$ cat src/include/dma_defs.svh
// DMA job path parameters: widths, queue depths and dimension count
`ifndef DMA_DEFS_SVH
`define DMA_DEFS_SVH

// Datapath widths
`define DMA_ADDR_W 32
`define DMA_LEN_W 16
`define DMA_REP_W 8
`define DMA_ID_W 8

// A page is 4 KiB
`define DMA_PAGE_BITS 12

// Outer dimensions, one repetition stage each
`define DMA_NUM_REP 2

// Job FIFO entries
`define DMA_JOB_DEPTH 4

// Outstanding bursts whose last flag is remembered
`define DMA_RSP_DEPTH 8

`endif

$ cat src/logic/dma_pkg.sv
// DMA job path types: address and length vectors, job, ND item and burst structs
`default_nettype none

`include "dma_defs.svh"

package dma_pkg;

  typedef logic [`DMA_ADDR_W-1:0] addr_t;
  typedef logic [`DMA_LEN_W-1:0]  len_t;
  typedef logic [`DMA_REP_W-1:0]  rep_t;
  typedef logic [`DMA_ID_W-1:0]   tid_t;

  // One-dimensional transfer as seen by the backend
  typedef struct packed {
    addr_t src;
    addr_t dst;
    len_t  len;
    logic  last;
  } burst_t;

  // Two-dimensional job, one count and stride pair per outer dimension
  typedef struct packed {
    addr_t                        src;
    addr_t                        dst;
    len_t                         len;
    rep_t  [`DMA_NUM_REP-1:0]     reps;
    addr_t [`DMA_NUM_REP-1:0]     src_stride;
    addr_t [`DMA_NUM_REP-1:0]     dst_stride;
  } job_t;

  // Job in flight through the stages; last marks the end of its transfer
  typedef struct packed {
    job_t job;
    logic last;
  } nd_item_t;

endpackage

`default_nettype wire

$ cat src/logic/dma_job_queue.sv
// Job FIFO that buffers incoming jobs and hands them on as ND items marked last
`default_nettype none

module dma_job_queue #(
  parameter int unsigned DEPTH = 4
) (
  input  logic             clk_i,
  input  logic             arst_n_i,
  input  dma_pkg::job_t    job_i,
  input  logic             job_valid_i,
  output logic             job_ready_o,
  output dma_pkg::nd_item_t item_o,
  output logic             item_valid_o,
  input  logic             item_ready_i
);

  import dma_pkg::*;

  localparam int unsigned PtrW = (DEPTH > 1) ? $clog2(DEPTH) : 1;
  localparam int unsigned CntW = $clog2(DEPTH + 1);

  job_t            mem_q [DEPTH];
  logic [PtrW-1:0] wr_ptr_q;
  logic [PtrW-1:0] rd_ptr_q;
  logic [CntW-1:0] count_q;
  logic            push;
  logic            pop;

  assign job_ready_o  = (count_q != CntW'(DEPTH));
  assign item_valid_o = (count_q != '0);
  assign push = job_valid_i & job_ready_o;
  assign pop  = item_valid_o & item_ready_i;

  // Every job is a complete transfer on its own
  assign item_o = '{job: mem_q[rd_ptr_q], last: 1'b1};

  always_ff @(posedge clk_i or negedge arst_n_i) begin
    if (!arst_n_i) begin
      wr_ptr_q <= '0;
      rd_ptr_q <= '0;
      count_q  <= '0;
    end else begin
      if (push) begin
        wr_ptr_q <= (wr_ptr_q == PtrW'(DEPTH - 1)) ? '0 : wr_ptr_q + 1'b1;
      end
      if (pop) begin
        rd_ptr_q <= (rd_ptr_q == PtrW'(DEPTH - 1)) ? '0 : rd_ptr_q + 1'b1;
      end
      if (push && !pop) begin
        count_q <= count_q + 1'b1;
      end else if (pop && !push) begin
        count_q <= count_q - 1'b1;
      end
    end
  end

  // Storage only
  always_ff @(posedge clk_i) begin
    if (push) begin
      mem_q[wr_ptr_q] <= job_i;
    end
  end

endmodule

`default_nettype wire

$ cat src/logic/dma_rep_stage.sv
// Repetition stage that replays one ND item along a single outer dimension
`default_nettype none

module dma_rep_stage #(
  parameter int unsigned DIM = 0
) (
  input  logic              clk_i,
  input  logic              arst_n_i,
  input  dma_pkg::nd_item_t item_i,
  input  logic              item_valid_i,
  output logic              item_ready_o,
  output dma_pkg::nd_item_t item_o,
  output logic              item_valid_o,
  input  logic              item_ready_i
);

  import dma_pkg::*;

  nd_item_t item_q;
  logic     valid_q;
  rep_t     cnt_q;
  addr_t    src_q;
  addr_t    dst_q;

  rep_t     total;
  logic     final_copy;
  logic     in_fire;
  logic     out_fire;

  // A count of zero still means one pass
  assign total = (item_q.job.reps[DIM] == '0) ? rep_t'(1) : item_q.job.reps[DIM];
  assign final_copy = (cnt_q == total - rep_t'(1));

  assign item_valid_o = valid_q;
  assign out_fire     = valid_q & item_ready_i;

  // Accept the next item in the cycle the final copy leaves
  assign item_ready_o = ~valid_q | (item_ready_i & final_copy);
  assign in_fire      = item_valid_i & item_ready_o;

  always_comb begin
    item_o              = item_q;
    item_o.job.src      = src_q;
    item_o.job.dst      = dst_q;
    item_o.job.reps[DIM] = '0;
    item_o.last         = item_q.last & final_copy;
  end

  always_ff @(posedge clk_i or negedge arst_n_i) begin
    if (!arst_n_i) begin
      valid_q <= 1'b0;
      cnt_q   <= '0;
    end else begin
      if (in_fire) begin
        valid_q <= 1'b1;
        cnt_q   <= '0;
      end else if (out_fire) begin
        if (final_copy) begin
          valid_q <= 1'b0;
        end else begin
          cnt_q <= cnt_q + 1'b1;
        end
      end
    end
  end

  // Held item and running addresses
  always_ff @(posedge clk_i) begin
    if (in_fire) begin
      item_q <= item_i;
      src_q  <= item_i.job.src;
      dst_q  <= item_i.job.dst;
    end else if (out_fire && !final_copy) begin
      src_q <= src_q + item_q.job.src_stride[DIM];
      dst_q <= dst_q + item_q.job.dst_stride[DIM];
    end
  end

endmodule

`default_nettype wire

$ cat src/logic/dma_page_splitter.sv
// Page splitter that cuts bursts at source and destination 4 KiB page boundaries
`default_nettype none

`include "dma_defs.svh"

module dma_page_splitter (
  input  logic              clk_i,
  input  logic              arst_n_i,
  input  dma_pkg::nd_item_t item_i,
  input  logic              item_valid_i,
  output logic              item_ready_o,
  output dma_pkg::burst_t   burst_o,
  output logic              burst_valid_o,
  input  logic              burst_ready_i
);

  import dma_pkg::*;

  localparam len_t PageSize = len_t'(1) << `DMA_PAGE_BITS;

  logic  valid_q;
  addr_t src_q;
  addr_t dst_q;
  len_t  rem_q;
  logic  last_q;

  len_t  src_room;
  len_t  dst_room;
  len_t  piece;
  logic  final_piece;
  logic  in_fire;
  logic  out_fire;

  // Bytes left up to the next page boundary
  assign src_room = PageSize -
                    {{(`DMA_LEN_W - `DMA_PAGE_BITS){1'b0}}, src_q[`DMA_PAGE_BITS-1:0]};
  assign dst_room = PageSize -
                    {{(`DMA_LEN_W - `DMA_PAGE_BITS){1'b0}}, dst_q[`DMA_PAGE_BITS-1:0]};

  always_comb begin
    piece = rem_q;
    if (src_room < piece) begin
      piece = src_room;
    end
    if (dst_room < piece) begin
      piece = dst_room;
    end
  end

  assign final_piece = (piece == rem_q);

  assign burst_o       = '{src: src_q, dst: dst_q, len: piece, last: last_q & final_piece};
  assign burst_valid_o = valid_q;
  assign out_fire      = valid_q & burst_ready_i;
  assign item_ready_o  = ~valid_q | (burst_ready_i & final_piece);
  assign in_fire       = item_valid_i & item_ready_o;

  always_ff @(posedge clk_i or negedge arst_n_i) begin
    if (!arst_n_i) begin
      valid_q <= 1'b0;
    end else if (in_fire) begin
      valid_q <= 1'b1;
    end else if (out_fire && final_piece) begin
      valid_q <= 1'b0;
    end
  end

  always_ff @(posedge clk_i) begin
    if (in_fire) begin
      src_q  <= item_i.job.src;
      dst_q  <= item_i.job.dst;
      rem_q  <= item_i.job.len;
      last_q <= item_i.last;
    end else if (out_fire && !final_piece) begin
      // Advance both ranges past the piece just sent
      src_q <= src_q + {{(`DMA_ADDR_W - `DMA_LEN_W){1'b0}}, piece};
      dst_q <= dst_q + {{(`DMA_ADDR_W - `DMA_LEN_W){1'b0}}, piece};
      rem_q <= rem_q - piece;
    end
  end

endmodule

`default_nettype wire

$ cat src/logic/dma_id_tracker.sv
// Transfer ID tracker that issues IDs and retires jobs on last-burst responses
`default_nettype none

`include "dma_defs.svh"

module dma_id_tracker (
  input  logic          clk_i,
  input  logic          arst_n_i,
  input  logic          issue_i,
  input  logic          burst_last_i,
  input  logic          burst_fire_i,
  output logic          flags_full_o,
  input  logic          rsp_valid_i,
  output logic          rsp_ready_o,
  output dma_pkg::tid_t next_id_o,
  output dma_pkg::tid_t done_id_o,
  output logic          busy_o
);

  import dma_pkg::*;

  localparam int unsigned Depth = `DMA_RSP_DEPTH;
  localparam int unsigned PtrW  = $clog2(Depth);
  localparam int unsigned CntW  = $clog2(Depth + 1);

  logic [Depth-1:0] flags_q;
  logic [PtrW-1:0]  wr_ptr_q;
  logic [PtrW-1:0]  rd_ptr_q;
  logic [CntW-1:0]  count_q;
  tid_t             next_q;
  tid_t             done_q;
  logic             pop;

  assign flags_full_o = (count_q == CntW'(Depth));
  assign rsp_ready_o  = (count_q != '0);
  assign pop          = rsp_valid_i & rsp_ready_o;

  assign next_id_o = next_q;
  assign done_id_o = done_q;
  assign busy_o    = (next_q != done_q);

  always_ff @(posedge clk_i or negedge arst_n_i) begin
    if (!arst_n_i) begin
      wr_ptr_q <= '0;
      rd_ptr_q <= '0;
      count_q  <= '0;
      next_q   <= '0;
      done_q   <= '0;
    end else begin
      if (issue_i) begin
        next_q <= next_q + 1'b1;
      end
      // Job retires with the response to its final burst
      if (pop && flags_q[rd_ptr_q]) begin
        done_q <= done_q + 1'b1;
      end
      if (burst_fire_i) begin
        wr_ptr_q <= wr_ptr_q + 1'b1;
      end
      if (pop) begin
        rd_ptr_q <= rd_ptr_q + 1'b1;
      end
      if (burst_fire_i && !pop) begin
        count_q <= count_q + 1'b1;
      end else if (pop && !burst_fire_i) begin
        count_q <= count_q - 1'b1;
      end
    end
  end

  always_ff @(posedge clk_i) begin
    if (burst_fire_i) begin
      flags_q[wr_ptr_q] <= burst_last_i;
    end
  end

endmodule

`default_nettype wire

$ cat src/logic/dma_wrap.sv
// DMA job path top: job FIFO, repetition stage chain, page splitter and ID tracker
`default_nettype none

`include "dma_defs.svh"

module dma_wrap (
  input  logic            clk_i,
  input  logic            arst_n_i,
  input  dma_pkg::job_t   job_i,
  input  logic            job_valid_i,
  output logic            job_ready_o,
  output dma_pkg::burst_t burst_o,
  output logic            burst_valid_o,
  input  logic            burst_ready_i,
  input  logic            rsp_valid_i,
  output logic            rsp_ready_o,
  output dma_pkg::tid_t   next_id_o,
  output dma_pkg::tid_t   done_id_o,
  output logic            busy_o
);

  import dma_pkg::*;

  // Index k feeds stage k, the last index feeds the splitter
  nd_item_t [`DMA_NUM_REP:0] stage_item;
  logic     [`DMA_NUM_REP:0] stage_valid;
  logic     [`DMA_NUM_REP:0] stage_ready;

  logic split_valid;
  logic split_ready;
  logic flags_full;
  logic issue;
  logic burst_fire;

  assign issue = job_valid_i & job_ready_o;

  // Hold bursts back while the tracker cannot record another flag
  assign burst_valid_o = split_valid & ~flags_full;
  assign split_ready   = burst_ready_i & ~flags_full;
  assign burst_fire    = burst_valid_o & burst_ready_i;

  dma_job_queue #(
    .DEPTH ( `DMA_JOB_DEPTH )
  ) i_job_queue (
    .clk_i,
    .arst_n_i,
    .job_i,
    .job_valid_i,
    .job_ready_o,
    .item_o       ( stage_item[0]  ),
    .item_valid_o ( stage_valid[0] ),
    .item_ready_i ( stage_ready[0] )
  );

  for (genvar k = 0; k < `DMA_NUM_REP; k++) begin : gen_rep
    dma_rep_stage #(
      .DIM ( k )
    ) i_rep_stage (
      .clk_i,
      .arst_n_i,
      .item_i       ( stage_item[k]    ),
      .item_valid_i ( stage_valid[k]   ),
      .item_ready_o ( stage_ready[k]   ),
      .item_o       ( stage_item[k+1]  ),
      .item_valid_o ( stage_valid[k+1] ),
      .item_ready_i ( stage_ready[k+1] )
    );
  end

  dma_page_splitter i_page_splitter (
    .clk_i,
    .arst_n_i,
    .item_i        ( stage_item[`DMA_NUM_REP]  ),
    .item_valid_i  ( stage_valid[`DMA_NUM_REP] ),
    .item_ready_o  ( stage_ready[`DMA_NUM_REP] ),
    .burst_o,
    .burst_valid_o ( split_valid ),
    .burst_ready_i ( split_ready )
  );

  dma_id_tracker i_id_tracker (
    .clk_i,
    .arst_n_i,
    .issue_i      ( issue        ),
    .burst_last_i ( burst_o.last ),
    .burst_fire_i ( burst_fire   ),
    .flags_full_o ( flags_full   ),
    .rsp_valid_i,
    .rsp_ready_o,
    .next_id_o,
    .done_id_o,
    .busy_o
  );

endmodule

`default_nettype wire

$ cat config.mk
export PLATFORM = sky130hd
export DESIGN_NAME = dma_wrap
export DESIGN_NICKNAME = d
export VERILOG_FILES = /design/src/logic/dma_pkg.sv /design/src/logic/dma_job_queue.sv /design/src/logic/dma_rep_stage.sv /design/src/logic/dma_page_splitter.sv /design/src/logic/dma_id_tracker.sv /design/src/logic/dma_wrap.sv
export VERILOG_INCLUDE_DIRS = /design/src /design/src/include
export SDC_FILE = /design/constraint.sdc
export NUM_CORES = 2
export LEC_CHECK = 0
export ABC_AREA = 0
export BUFFER_PORTS_ARGS = -buffer_cell sky130_fd_sc_hd__buf_2
export CAP_MARGIN = 5
export CORE_MARGIN = 5
export CORE_UTILIZATION = 45
export CTS_BUF_LIST = sky130_fd_sc_hd__clkbuf_8
export DETAILED_ROUTE_END_ITERATION = 10
export SLEW_MARGIN = 30
export SYNTH_ARGS = -nofsm -noshare
export SYNTH_HDL_FRONTEND = slang
export SYNTH_SLANG_ARGS = --single-unit
$ cat constraint.sdc
create_clock -name clk_i -period 37.6 [get_ports clk_i]
set_input_delay 1.88 -clock clk_i [delete_from_list [all_inputs] [get_ports clk_i]]
set_output_delay 1.88 -clock clk_i [all_outputs]
set_load 0.02 [all_outputs]
==> impl_metrics.yaml <==
timing:
  post-route-min-period_ps: 10520
  max_freq_mhz: 95.0
  setup_viol: 0
  worstMarginPinSlew_ps: 1030
  rsz0062_at_grt: "false"
  relSlewSlack_pct: 30.7
  whs_ps: 406
  min_period_over_period_pct: 28.0
  hold_viol: 0
  finalSetupTns_ps: 0
  fin_skew_ps: 59.1
  final.setup.worst_slack_ps: 27080
  slew_violations: 0
die:
  pin_count: 330
  rows: 135
  dieArea_sq_mm: 0.144
  start_util_pct: 45.2
  core_region_area_sq_mm: 0.135
  die_h_microns: 379
  fp.dieW_microns: 379
hold_path:
  hp-class: "flip-flop to flip-flop"
  holdPathStages: 0
  holdPathEnd: "gen_rep[1].i_rep_stage.item_o[101]"
  hp-start: "gen_rep[0].i_rep_stage.item_o[101]"
synthesis:
  ys_seq_area_share_pct: 68.9
  synth_edf_count: 1362
  synth_seq_cells: 1414
  synth_ff_type: "edfxtp_1"
  ys_types: 84
  mappedNetlistArea_sq_mm: 0.0613
  postSynth.asyncResetShare_pct: 3.68
  syn_inst: 3772
  syn_avg_cell_area_sq_um: 16.2
  yosys_warnings: 0
clock_tree:
  post-cts-setup-buffers: 0
  cts_sinks: 1414
  path_clk_slew_ps: 60
  cts_buffers: 230
  cts-htree-levels: 4
  cts_buffer_depth: 3
  cts_tree: "done"
  clk_latency_ps: 950
  cts_hold_buf: 0
  root_buffer: "clkbuf_8"
  cts_resized: 0
drt:
  drc: 0
  wire_per_inst_microns: 23.0
  drt-initial-drc-count: 2785
  drtPass1Iterations: 6
  antenna_left: 0
  dr_total_vias: 34000
  drt_wl_total_microns: 144000
  avgViaCountPerCell: 5.44
grt:
  grt_overflow: 0
  grtUsageTotal_pct: 20.0
  grt_pass1_wl_microns: 214000
  grt_pass1_vias: 34200
  antenna_found_initial: 47
  grt_start_max_net_pins: 123
final_layout:
  ff_latch_area_sq_mm: 0.0422
  multi_input_area_sq_mm: 0.0183
  finalNonFillerCells: 6254
  drive_gt1_share_pct: 21.0
  final_area_sq_mm: 0.0694
  fillers: 11400
  post-route-util_pct: 51.2
  finalNetCount: 4721
  syn2layout_area_growth_pct: 13.2
critical_path:
  critPathCaptureType: "output port"
  crit_fanout: 25
  arrival_ps: 8640
  r2r_setup_slack_ps: 27440
  reg2reg_depth: 32
  worstSetupPathType: "flip-flop to output port"
  worstPathRequired_ps: 35720
  r2r_end: "gen_rep[0].i_rep_stage.dst_q[24]"
  worstReg2RegStart: "i_page_splitter.src_q[0]"
  cp-start-kind: "flip-flop"
place:
  dp_hpwl_microns: 96900
  dp.cells: 5818
  dpl-instance-area_sq_mm: 0.0651
  portBuffers: 326
  post-place-ws_ps: 27340
  routabilityCongestion: 0.850
pwr:
  leakagePower_nw: 24.6
  power_density_mw_per_mm2: 68.6
  total_power_mw: 4.76
  vdd_drop_max_v: 0.0000434
job:
  cap_violations: 0
outcome:
  status: "complete, no violations"
==> synthesized netlist by cell type (all sizes together) (6+ instances only) <==
cell        n  share of area (%)
a2111oi     9               0.17
a211oi     19               0.24
a41oi       6              0.086
nand4      22               0.22
o21bai     15               0.18
and2       18               0.18
nand3      46               0.38
nand2b     30               0.31
o31ai      16               0.20
mux2i      28               0.46
edfxtp   1362                 67
nor2      224                1.4
o21a       27               0.33
fa          9               0.29
xnor2     117                1.7
a211o       7               0.10
buf        59               0.50
o31a        9               0.13
a21o       67               0.82
a31oi      17               0.17
inv        89               0.55
xor2      140                2.0
and3       29               0.30
mux4      226                8.3
ha        214                4.4
nor3b       7              0.086
o21ai     184                1.5
or3        11               0.11
nor3       50               0.43
o211ai      7              0.094
nor4       18               0.21
nor2b      28               0.29
mux2       22               0.40
and4        8               0.11
a21oi     210                1.7
clkbuf     51               0.32
dfrtp      52                2.1
nand2     248                1.5
==> placed cells by master, fill, tap and decap left out, types with 28 or more instances in the layout <==
cell type     n
ha_1        214
mux4_2      226
nand2_1     246
buf_4        34
nor2_1      224
nor3_1       49
nand2b_1     30
inv_1       165
dfrtp_1      50
a21o_1       67
xor2_1      140
nor2b_1      28
clkinv_2     28
mux2i_1      28
edfxtp_1   1362
clkinv_1     55
a21oi_1     209
buf_2       326
o21ai_0     173
xnor2_1     117
nand3_1      46
clkbuf_8    233
==> critical path, cell delays in order, from the launching register on <==
cell and delay, ps:
edfxtp_1 460, inv_1 90, ha_1 180, nand2_1 80
or2_2 290, nand2b_1 190, nor4_1 260, xnor2_1 160
ha_1 340, nand4_1 100, or4_1 520, a21oi_2 740
mux2i_1 390, ha_1 300, a21oi_1 150, nor2b_1 60
o21ai_0 150, nand2b_1 80, a211oi_1 310, o21a_1 170
buf_4 320, mux2_2 390, ha_1 380, and4b_1 220
nand3_1 90, nor4b_2 590, and2_1 440, buf_2 240
==> cell families after synthesis <==
logic type	after synthesis	share of synthesized area, %
AO/OA/AOI/OAI	642	6.47
XOR/XNOR	257	3.67
other	2	0.0123
flip-flops	1414	68.9
AND/OR/NAND/NOR	759	5.77
multiplexers	276	9.17
adder cells (fa/ha/maj)	223	4.66
buffers and inverters	199	1.37
==> power by group <==
group	leakage, nW	total [mW]	switching (mW)	internal, mW
logic	9.05	1.36	0.828	0.536
registers	13.1	2.17	0.109	2.06
clock network	2.44	1.23	0.612	0.615
==> flip-flops by register name, indices dropped and copies added, names as in the netlist, 16 cells and up <==
name and count:
gen_rep.i_rep_stage.src_q 64, gen_rep.i_rep_stage.item_o 232, gen_rep.i_rep_stage.dst_q 64, gen_rep.i_rep_stage.cnt_q 16
i_job_queue.mem_q 896, i_page_splitter.rem_q 16, gen_rep.i_rep_stage.item_q 17, i_page_splitter.dst_q 32
i_page_splitter.src_q 32
==> cell type report <==
class | instances | share of cell area (%)
Clock inverter | 183 | 1.47
Multi-Input combinational cell | 2168 | 26.4
Antenna cell | 20 | 0.0721
Sequential cell | 1414 | 60.8
Timing Repair Buffer | 366 | 2.87
Clock buffer | 233 | 4.62
Inverter | 89 | 0.494
Tap cell | 1781 | 3.21
==> layer usage <==
layer | vias to the layer above | wire, microns | global-route usage [%]
met3 | 223 | 10200 | 5.75
li1 | 15800 | - | -
met4 | 44 | 3050 | 5.52
met1 | 17100 | 63700 | 28.1
met5 | - | 290 | 0
met2 | 885 | 66500 | 30.7
==> worst max-delay path by stage <==
stage                                  start                               end  slack, ps  cells after the start
floorplan           i_page_splitter.src_q[1]          i_page_splitter.dst_q[0]      25560                     27
detailed placement  i_page_splitter.src_q[0]  gen_rep[0].i_rep_stage.dst_q[24]      27340                     32
CTS                 i_page_splitter.src_q[0]                        burst_o[0]      26980                     27
global placement    i_page_splitter.src_q[1]   gen_rep[0].i_rep_stage.dst_q[4]      27550                     33
finish              i_page_splitter.src_q[0]                        burst_o[0]      27080                     27
global route        i_page_splitter.src_q[1]                        burst_o[0]      26390                     27
No activity file was read; power rests on OpenSTA's default activity.
